--- config.mk ---
export PLATFORM = sky130hd
export DESIGN_NAME = req_eval_top
export DESIGN_NICKNAME = d
export VERILOG_FILES = /design/src/rtl/req_eval_pkg.sv /design/src/rtl/carry_sum_cell.sv /design/src/rtl/par_count_7.sv /design/src/rtl/par_count_15.sv /design/src/rtl/req_count_stage.sv /design/src/rtl/min_search_stage.sv /design/src/rtl/one_hot_mux.sv /design/src/rtl/port_pick_stage.sv /design/src/rtl/req_eval_top.sv
export VERILOG_INCLUDE_DIRS = /design/src /design/src/rtl
export SDC_FILE = /design/constraint.sdc
export NUM_CORES = 1
export LEC_CHECK = 0
export BUFFER_PORTS_ARGS = -buffer_cell sky130_fd_sc_hd__buf_4
export CORE_MARGIN = 2
export CORE_UTILIZATION = 40
export DETAILED_ROUTE_END_ITERATION = 12
export MAX_ROUTING_LAYER = met4
export PLACE_DENSITY = 0.65
export SKIP_LAST_GASP = 1
export SYNTH_ARGS = -nofsm -noshare
export SYNTH_HDL_FRONTEND = slang
export SYNTH_SLANG_ARGS = --single-unit
--- constraint.sdc ---
create_clock -name clk -period 1.6 [get_ports clk]
set_input_delay 0.16 -clock clk [delete_from_list [all_inputs] [get_ports clk]]
set_output_delay 0.16 -clock clk [all_outputs]
set_load 0.005 [all_outputs]
--- src/rtl/req_eval_defines.svh ---
`ifndef REQ_EVAL_DEFINES_SVH
`define REQ_EVAL_DEFINES_SVH

// router output ports seen by the evaluator
`define PORT_NUM 8

// credit count per port, all ones means no credit info or masked
`define CREDIT_W 5

// request count, holds 0 to 15
`define COUNT_W 4

// binary port index
`define INDEX_W 3

// counter input after zero padding of the request vector
`define PC_IN_W 15

`endif

--- src/rtl/req_eval_pkg.sv ---
`include "req_eval_defines.svh"

package req_eval_pkg;

    // one bit per output port, requests and one-hot winner
    typedef logic [`PORT_NUM-1:0] port_vec_t;

    // single credit count
    typedef logic [`CREDIT_W-1:0] credit_t;

    // credits of all ports, port 0 in the lowest slice
    typedef credit_t [`PORT_NUM-1:0] credit_arr_t;

    // number of set request bits
    typedef logic [`COUNT_W-1:0] count_t;

    // binary port number
    typedef logic [`INDEX_W-1:0] index_t;

endpackage

--- src/rtl/carry_sum_cell.sv ---
`timescale 1ns/1ps

module carry_sum_cell (
    input  logic [6:0] in,
    output logic [2:0] abc,
    output logic       s
);

    // ones in the low group of four
    logic [2:0] grp4_cnt;
    // ones in the high group of three
    logic [1:0] grp3_cnt;
    logic       carry_a;
    logic       carry_b;
    logic       carry_c;

    // small adders, each bit widened before the sum
    assign grp4_cnt = {2'b00, in[0]} + {2'b00, in[1]} + {2'b00, in[2]} + {2'b00, in[3]};
    assign grp3_cnt = {1'b0, in[4]} + {1'b0, in[5]} + {1'b0, in[6]};

    // parity of the whole input
    assign s = grp4_cnt[0] ^ grp3_cnt[0];

    // pair found inside the group of four
    assign carry_a = (grp4_cnt > 3'd1);

    // pair found inside the group of three
    assign carry_b = (grp3_cnt > 2'd1);

    // second pair of a full group of four,
    // or two odd leftovers that combine across the groups
    assign carry_c = (grp4_cnt == 3'd4) | (grp4_cnt[0] & grp3_cnt[0]);

    // ones in input = s + 2 * (ones in abc)
    assign abc = {carry_a, carry_b, carry_c};

endmodule

--- src/rtl/par_count_7.sv ---
`timescale 1ns/1ps

module par_count_7 (
    input  logic [6:0] in,
    output logic [2:0] out
);

    logic [2:0] cs_abc;
    logic       cs_s;

    // one reduction cell does the whole job
    carry_sum_cell cs_i (
        .in  (in),
        .abc (cs_abc),
        .s   (cs_s)
    );

    // weight one comes straight from the parity
    assign out[0] = cs_s;

    // carries all carry weight two, so just add them
    assign out[2:1] = {1'b0, cs_abc[2]} + {1'b0, cs_abc[1]} + {1'b0, cs_abc[0]};

endmodule

--- src/rtl/par_count_15.sv ---
`timescale 1ns/1ps
`include "req_eval_defines.svh"

module par_count_15 (
    input  logic [`PC_IN_W-1:0]  in,
    output req_eval_pkg::count_t out
);

    logic [2:0] abc_lo;
    logic [2:0] abc_hi;
    logic       s_lo;
    logic       s_hi;
    // leftover bit plus both parities, two bit sum
    logic [1:0] par_sum;
    logic [2:0] upper_cnt;

    // first 7 inputs
    carry_sum_cell cs_lo_i (
        .in  (in[6:0]),
        .abc (abc_lo),
        .s   (s_lo)
    );

    // next 7 inputs
    carry_sum_cell cs_hi_i (
        .in  (in[13:7]),
        .abc (abc_hi),
        .s   (s_hi)
    );

    // bit 14 has no cell, fold it in with the parities
    assign par_sum = {1'b0, in[14]} + {1'b0, s_lo} + {1'b0, s_hi};

    // six carries plus the extra carry, all weight two
    par_count_7 pc7_i (
        .in  ({abc_lo, abc_hi, par_sum[1]}),
        .out (upper_cnt)
    );

    assign out = {upper_cnt, par_sum[0]};

endmodule

--- src/rtl/req_count_stage.sv ---
`timescale 1ns/1ps
`include "req_eval_defines.svh"

module req_count_stage (
    input  logic                    clk,
    input  logic                    arst_n,
    input  logic                    in_valid,
    input  req_eval_pkg::port_vec_t req,
    output logic                    cnt_valid,
    output req_eval_pkg::count_t    cnt,
    output logic                    cnt_single
);

    import req_eval_pkg::*;

    // requests widened to the counter input
    logic [`PC_IN_W-1:0] pc_in;
    count_t              req_cnt;
    logic                single_req;

    // upper counter inputs tied low
    assign pc_in = {{(`PC_IN_W - `PORT_NUM){1'b0}}, req};

    par_count_15 pc15_i (
        .in  (pc_in),
        .out (req_cnt)
    );

    // zero or one request
    assign single_req = (req_cnt <= count_t'(1));

    // valid follows the strobe every cycle
    always_ff @(posedge clk or negedge arst_n) begin
        if (!arst_n) begin
            cnt_valid <= 1'b0;
        end else begin
            cnt_valid <= in_valid;
        end
    end

    // results only load on a strobe, otherwise hold
    always_ff @(posedge clk or negedge arst_n) begin
        if (!arst_n) begin
            cnt        <= '0;
            cnt_single <= 1'b0;
        end else if (in_valid) begin
            cnt        <= req_cnt;
            cnt_single <= single_req;
        end
    end

endmodule

--- src/rtl/min_search_stage.sv ---
`timescale 1ns/1ps
`include "req_eval_defines.svh"

module min_search_stage (
    input  logic                      clk,
    input  logic                      arst_n,
    input  logic                      in_valid,
    input  req_eval_pkg::port_vec_t   req,
    input  req_eval_pkg::credit_arr_t credits,
    output logic                      min_valid,
    output req_eval_pkg::port_vec_t   min_onehot,
    output req_eval_pkg::credit_arr_t min_credits
);

    import req_eval_pkg::*;

    credit_arr_t masked;
    // row i holds the comparisons of port i against every port
    logic [`PORT_NUM-1:0][`PORT_NUM-1:0] cmp_mat;
    port_vec_t                           winner;

    genvar i, j;

    generate
        for (i = 0; i < `PORT_NUM; i++) begin : g_row
            // idle ports get the largest credit so they lose
            assign masked[i] = req[i] ? credits[i] : '1;

            for (j = 0; j < `PORT_NUM; j++) begin : g_col
                if (j > i) begin : g_upper
                    // ties with a later port go to port i
                    assign cmp_mat[i][j] = (masked[i] <= masked[j]);
                end else if (j < i) begin : g_lower
                    // mirrored compare negated
                    // so port i must be strictly below an earlier port
                    assign cmp_mat[i][j] = ~(masked[j] <= masked[i]);
                end else begin : g_diag
                    assign cmp_mat[i][j] = 1'b1;
                end
            end

            // port wins only if every compare holds
            assign winner[i] = &cmp_mat[i];
        end
    endgenerate

    always_ff @(posedge clk or negedge arst_n) begin
        if (!arst_n) begin
            min_valid <= 1'b0;
        end else begin
            min_valid <= in_valid;
        end
    end

    // winner and masked credits load together
    always_ff @(posedge clk or negedge arst_n) begin
        if (!arst_n) begin
            min_onehot  <= '0;
            min_credits <= '0;
        end else if (in_valid) begin
            min_onehot  <= winner;
            min_credits <= masked;
        end
    end

endmodule

--- src/rtl/one_hot_mux.sv ---
`timescale 1ns/1ps
`include "req_eval_defines.svh"

module one_hot_mux #(
    parameter type payload_t = logic
) (
    input  req_eval_pkg::port_vec_t    sel,
    input  payload_t [`PORT_NUM-1:0]   mux_in,
    output payload_t                   mux_out
);

    // per entry, zero unless its select bit is set
    payload_t [`PORT_NUM-1:0] masked;

    genvar i;

    generate
        for (i = 0; i < `PORT_NUM; i++) begin : g_mask
            // select bit replicated across the payload
            assign masked[i] = payload_t'(mux_in[i] & {$bits(payload_t){sel[i]}});
        end
    endgenerate

    // wide OR over all masked entries
    always_comb begin
        mux_out = '0;
        for (int k = 0; k < `PORT_NUM; k++) begin
            mux_out = payload_t'(mux_out | masked[k]);
        end
    end

    // with a one-hot select exactly one entry passes,
    // with zero select the output is all zeros

endmodule

--- src/rtl/port_pick_stage.sv ---
`timescale 1ns/1ps
`include "req_eval_defines.svh"

module port_pick_stage (
    input  logic                      clk,
    input  logic                      arst_n,
    input  logic                      min_valid,
    input  req_eval_pkg::port_vec_t   min_onehot,
    input  req_eval_pkg::credit_arr_t min_credits,
    input  req_eval_pkg::count_t      cnt,
    input  logic                      cnt_single,
    output logic                      out_valid,
    output req_eval_pkg::count_t      req_count,
    output req_eval_pkg::index_t      min_port,
    output req_eval_pkg::credit_t     min_credit,
    output logic                      req_single
);

    import req_eval_pkg::*;

    // constant table, entry i holds the number i
    index_t [`PORT_NUM-1:0] port_tab;
    index_t                 pick_idx;
    credit_t                pick_credit;

    genvar i;

    generate
        for (i = 0; i < `PORT_NUM; i++) begin : g_tab
            assign port_tab[i] = index_t'(i);
        end
    endgenerate

    // one-hot to binary
    one_hot_mux #(
        .payload_t (index_t)
    ) idx_mux_i (
        .sel     (min_onehot),
        .mux_in  (port_tab),
        .mux_out (pick_idx)
    );

    // credit of the winning port
    one_hot_mux #(
        .payload_t (credit_t)
    ) credit_mux_i (
        .sel     (min_onehot),
        .mux_in  (min_credits),
        .mux_out (pick_credit)
    );

    always_ff @(posedge clk or negedge arst_n) begin
        if (!arst_n) begin
            out_valid <= 1'b0;
        end else begin
            out_valid <= min_valid;
        end
    end

    // count branch results ride along with the min strobe
    always_ff @(posedge clk or negedge arst_n) begin
        if (!arst_n) begin
            req_count  <= '0;
            req_single <= 1'b0;
            min_port   <= '0;
            min_credit <= '0;
        end else if (min_valid) begin
            req_count  <= cnt;
            req_single <= cnt_single;
            min_port   <= pick_idx;
            min_credit <= pick_credit;
        end
    end

endmodule

--- src/rtl/req_eval_top.sv ---
`timescale 1ns/1ps

module req_eval_top (
    input  logic                      clk,
    input  logic                      arst_n,
    input  logic                      in_valid,
    input  req_eval_pkg::port_vec_t   req,
    input  req_eval_pkg::credit_arr_t credits,
    output logic                      out_valid,
    output req_eval_pkg::count_t      req_count,
    output logic                      req_single,
    output req_eval_pkg::index_t      min_port,
    output req_eval_pkg::credit_t     min_credit
);

    import req_eval_pkg::*;

    // counting branch results
    logic        cnt_valid;
    count_t      cnt;
    logic        cnt_single;

    // minimum branch results
    logic        min_valid;
    port_vec_t   min_onehot;
    credit_arr_t min_credits;

    // popcount of the requests
    req_count_stage req_count_stage_i (
        .clk        (clk),
        .arst_n     (arst_n),
        .in_valid   (in_valid),
        .req        (req),
        .cnt_valid  (cnt_valid),
        .cnt        (cnt),
        .cnt_single (cnt_single)
    );

    // lowest credit among requesting ports
    min_search_stage min_search_stage_i (
        .clk         (clk),
        .arst_n      (arst_n),
        .in_valid    (in_valid),
        .req         (req),
        .credits     (credits),
        .min_valid   (min_valid),
        .min_onehot  (min_onehot),
        .min_credits (min_credits)
    );

    // cnt_valid matches min_valid, only the latter strobes the combiner
    port_pick_stage port_pick_stage_i (
        .clk         (clk),
        .arst_n      (arst_n),
        .min_valid   (min_valid),
        .min_onehot  (min_onehot),
        .min_credits (min_credits),
        .cnt         (cnt),
        .cnt_single  (cnt_single),
        .out_valid   (out_valid),
        .req_count   (req_count),
        .min_port    (min_port),
        .min_credit  (min_credit),
        .req_single  (req_single)
    );

endmodule

# Word level (Yosys, flattened, before mapping)
# Cells that the tools add are included.
# totals
inputBits,51
reg_bits,68
wordCells,135
out_inout_bits,14
# classes
n_addsub,11
reduce_logical,8
n_lt_le_gt_ge,34
bitwise_logic,55
muxes,8
eq_ne,2
# op_table
cell,n
less-or-equal comparator 5 bit,28
AND reduction 7 bit,8
AND 5 bit,8
two-way mux 5 bit,8
bitwise OR 5 bit,7
NOT 1 bit,28
adder 1 x 1 -> 2 bit,6
bitwise OR 3 bit,3
adder 2 x 1 -> 2 bit,3
adder 3 x 1 -> 3 bit,2
greater-than comparator 2 x 1 -> 1 bit (second input constant),3
less-or-equal comparator 4 x 1 -> 1 bit (second input constant),1
equality test 2 x 3 -> 1 bit (second input constant),1
equality test 3 bit (second input constant),1
greater-than comparator 3 x 1 -> 1 bit (second input constant),1
bitwise OR 2 x 3 -> 3 bit,1
AND 1 bit,2
bitwise OR 1 bit,2
bitwise OR 1 x 2 -> 2 bit,1
bitwise OR 2 bit,1
XOR 1 bit,2
greater-than comparator 1 bit (second input constant),1

# Depth between registers and ports, before layout
# depth
depth_word,11
ltp_mapped,11
depth_no_buf,11

# Hierarchy
# From an unflattened synthesis, not the netlist that was laid out.
# hier_totals
cells_unflattened,877
hier_area_um2,7156.9
# modules_own_cells
mod,n_inst,cells_per_inst,seq_area_each_um2,area_each_um2
min_search_stage,1,733,1226.2,5562.8
port_pick_stage,1,30,350.3,553.0
carry_sum_cell,3,19,0.0,160.2
req_count_stage,1,13,150.1,215.2
one_hot_mux (port_pick_stage_i.credit_mux_i),1,25,0.0,181.4
one_hot_mux (port_pick_stage_i.idx_mux_i),1,15,0.0,108.9
par_count_15,1,2,0.0,27.5
par_count_7,1,2,0.0,27.5

# Worst setup path after synthesis
# No wires, ideal clock.
# synth_path
path_kind,input to register
start,in req[0]
end,reg req_count_stage_i.cnt[2]
setup_time_ps,125
path_slack_ps,-1103
path_stages,10
path_buffers,0
required_time_ps,1475
arrival_ps,2578
path_cell_list,ha_1 -> fa_1 -> ha_1 -> nor2_1 -> a21o_1 -> fa_1 -> ha_1 -> inv_1 -> ha_1 -> mux2_2
# synth_between
elab_chain_cells,10
elab_cells_between_ends,19
classes_between,9 x add/sub; 3 x order compare; 2 x eq/ne; 5 x bitwise
# synth_rtl
element,line,text
"start, declared",req_eval_top.sv:7,"input req_eval_pkg::port_vec_t req,"
adder 1 x 1 -> 2 bit (*),carry_sum_cell.sv:18,"assign grp4_cnt = {2'b00, in[0]} + {2'b00, in[1]} + {2'b00, in[2]} + {2'b00, in[3]};"
adder 3 x 1 -> 3 bit (*) (2 in series),carry_sum_cell.sv:18,
equality test 3 bit or AND 1 bit (tied branches),carry_sum_cell.sv:32,assign carry_c = (grp4_cnt == 3'd4) | (grp4_cnt[0] & grp3_cnt[0]);
bitwise OR 1 bit,carry_sum_cell.sv:32,
adder 1 x 1 -> 2 bit,carry_sum_cell.sv:19,"assign grp3_cnt = {1'b0, in[4]} + {1'b0, in[5]} + {1'b0, in[6]};"
adder 2 x 1 -> 2 bit,carry_sum_cell.sv:19,
greater-than comparator 2 x 1 -> 1 bit or AND 1 bit (tied branches),"carry_sum_cell.sv:28, carry_sum_cell.sv:32",
adder 1 x 1 -> 2 bit or bitwise OR 1 bit (tied branches),"par_count_7.sv:22, carry_sum_cell.sv:32",
adder 2 x 1 -> 2 bit (*),par_count_7.sv:22,"assign out[2:1] = {1'b0, cs_abc[2]} + {1'b0, cs_abc[1]} + {1'b0, cs_abc[0]};"
named net req_count_stage_i.pc15_i.out[2],par_count_15.sv:6,output req_eval_pkg::count_t out
"end signal, assigned",req_count_stage.sv:47,cnt <= req_cnt;
"end, declared",req_count_stage.sv:10,"output req_eval_pkg::count_t cnt,"
# Mark *: on every way through the listed nets, which the timed path passes. The rest lies on a longest branch.
# A chain may end at the register's enable or synchronous reset.

# Final worst setup path
# layout_path
start,in req[0]
end,reg req_count_stage_i.cnt[3]
# The elaborated chain is that of the path after synthesis.

==> flow_summary.ini <==
[hold_path]
hold_class = in2reg
min_from = in_valid

[sta]
rsz0062_at_grt = yes
setup_slack_ns = -0.802
min_period_ns = 2.40
slew_violations = 0
period_share_pct = 150
finClkSkew_ns = 0.00473
finalHoldViolations = 0
tightest_slew_ns = 0.403
setup_violations = 13
slew_headroom_pct = 73.0
max_freq_mhz = 416

[power_and_ir_drop]
leakage_nw = 4.61
finalPower_mw = 7.04
max-vdd-ir-drop_mv = 0.691
pwr_density_cell_nw_per_um2 = 720

[global_route]
track_usage_pct = 28.9
grt_pass1_wl_mm = 35.1
overflow = 0
grt_max_degree = 39
grt_pass1_vias = 6780
antenna_found_initial = 0

[clock_network]
numCtsBuffers = 9
cts_htree_levels = 3
clk_pin_slew_worst_paths_ns = 0.06
clock_latency_ns = 0.33
clock_path_buffers = 2
cts.sinks = 68
cts_tree = built
root_buffer = clkbuf_16

[critical_path]
regToRegStartpoint = min_search_stage_i.min_onehot[3]
worst_setup_path_start_kind = input pin
crit_buf_inv = 2
ff2ff_path_depth = 3
crit_path_frequent_cell = ha_4
worstPathRequired_ns = 1.82
crit_end = req_count_stage_i.cnt[3]
crit_chain = buf_8, ha_4, fa_2, ha_4, nor2_4, mux2i_2, fa_1, ha_4, buf_6, ha_4, mux2_4
endpoint_kind = flip-flop
reg2reg_setup_slack_ns = 0.26
crit_path_max_fanout = 2
cpMaxStageDelayCell = fa_1
cpPeakStageDelay_ns = 0.49
path_class = in2reg
startpoint = req[0]
worst_path_dominant_cell_family = adder cells
cp.arrival_ns = 2.62
rr_endpoint = port_pick_stage_i.min_credit[4]
path_depth = 11

[run_status]
status = finished with violations
violations = setup timing

[finish]
final_common_cell = buf_4
drive_above_1_share_pct = 46.1
final_cell_mix = buf_4, ha_1, a21oi_1
nFillCells = 1199
syn_to_final_growth_pct = 59.0
final_area_um2 = 9770
fin_util_pct = 64.8
n_antenna_cell = 0
nNetsFinal = 1112

[floorplanning]
num_rows = 45
core_region_area_um2 = 15100
dieArea_um2 = 16400
die_width_um = 128
start_util_pct = 40.7
die_y_um = 128
ios = 65

[placed_design]
dp_slack_ns = -1.17
routabilityCongestion = 0.924
dpl_cell_area_um2 = 8230
portBuffers = 64
hpwl_mm = 16.7

[routing]
viasPerCell = 5.78
first_iter_violations = 363
drtPass1Iterations = 5
wl_mm = 22.5
ant_nets = 0
via_count = 6375
drc = 0
wl_per_cell_um = 20.4

[synth]
yosysWarnings = 0
avgSynthCellArea_um2 = 9.17
seq_area_frac_synth_pct = 27.7
ys_types = 38
synth_nets = 872
syn_area_um2 = 6140
syn_inst = 670
synth-seq-cells = 68

[flow_run]
drv_cap = 0
==> sequential cells by signal (all words and copies together), names as in the netlist <==
register / cells
port_pick_stage_i.req_single: 1
min_search_stage_i.min_onehot: 8
req_count_stage_i.cnt: 4
port_pick_stage_i.min_port: 3
port_pick_stage_i.req_count: 4
min_search_stage_i.min_credits: 40
min_search_stage_i.min_valid: 1
port_pick_stage_i.min_credit: 5
port_pick_stage_i.out_valid: 1
req_count_stage_i.cnt_single: 1
==> final cells by class <==
type | instances | area (µm²) | share of cell area [%]
Multi-Input combinational cell | 520 | 5170 | 52.9
Clock buffer | 9 | 225 | 2.31
Clock inverter | 7 | 67.6 | 0.692
Timing Repair Buffer | 245 | 2060 | 21.1
Inverter | 66 | 312 | 3.19
Tap cell | 188 | 235 | 2.41
Sequential cell | 68 | 1700 | 17.4
==> timing repair <==
action | in CTS | in global routing
hold buffers | 1 | 0
pin swaps | 50 | 33
buffers inserted | 52 | 8
setup endpoints to repair | 13 | 13
endpoints found under the hold margin | 30 | 0
gates resized for setup | 122 | 37
==> worst min path at each step <==
stage / cells past startpoint / slack, ns / to
floorplan: 0 / -0.14 / min_search_stage_i.min_credits[0]
global placement: 1 / 0.11 / port_pick_stage_i.req_count[1]
detailed placement: 1 / 0.12 / port_pick_stage_i.req_count[2]
CTS: 1 / 0.11 / min_search_stage_i.min_valid
global route: 1 / 0.13 / min_search_stage_i.min_valid
finish: 1 / 0.12 / min_search_stage_i.min_valid
==> cells by family (layout without fill, tap and decap cells) <==
group / after synthesis / after routing / share of synthesized area, %
AOI/OAI and AO/OA: 172 / 172 / 18.3
adders and majority gates: 151 / 151 / 31.1
buffers and inverters: 82 / 327 / 5.01
DFF: 68 / 68 / 27.7
muxes: 15 / 15 / 2.73
and+or+nand+nor: 182 / 182 / 15.2
==> where the power goes <==
part	internal, mW	total (mW)	switching [mW]
combinational	1.57	3.01	1.44
clock	1.20	1.94	0.744
sequential	1.94	2.08	0.141
total	4.71	7.04	2.33
==> Yosys cell counts, drive strengths merged <==
cell type,number,share of area (%)
a22o,10,1.4
nor4,5,0.51
o32ai,13,2.0
dfrtp,68,28
mux2,14,2.6
a41o,1,0.16
o2bb2ai,1,0.14
or2,1,0.10
ha,148,30
a31o,1,0.14
mux2i,1,0.16
a221oi,10,1.4
clkbuf,12,0.73
a31oi,5,0.51
a21oi,82,6.7
o32a,2,0.33
inv,66,4.0
o221ai,15,2.1
o41ai,1,0.14
or4b,2,0.33
fa,3,0.98
nor3,1,0.081
nor4b,1,0.14
nand3,14,1.1
nand3b,1,0.12
nor2,60,3.7
a32o,1,0.16
nand2b,38,3.9
buf,4,0.24
a21o,1,0.12
o31ai,1,0.12
o21ai,15,1.2
nand2,20,1.2
nor2b,7,0.71
a21boi,13,1.6
nand4,32,3.3
==> per-layer routing <==
layer  track usage, %  vias up  wire length [µm]
li1                 -     2979                 -
met1             34.0     3114              9210
met2             49.7      222             11400
met3             4.34       60              1270
met4             11.6        0               641
met5                -        -                 0
==> per-stage QoR <==
| step | TNS (ns) | cells | hold slack [ns] |
|---|---|---|---|
| floorplan | -3.71 | 670 | -0.136 |
| global placement | -9.46 | 1027 | 0.109 |
| detailed placement | -10.05 | 1027 | 0.115 |
| CTS | -4.11 | 1096 | 0.114 |
| global route | -5.31 | 1103 | 0.134 |
| finish | -4.64 | 1103 | 0.124 |
(Power assumes the default switching activity.)
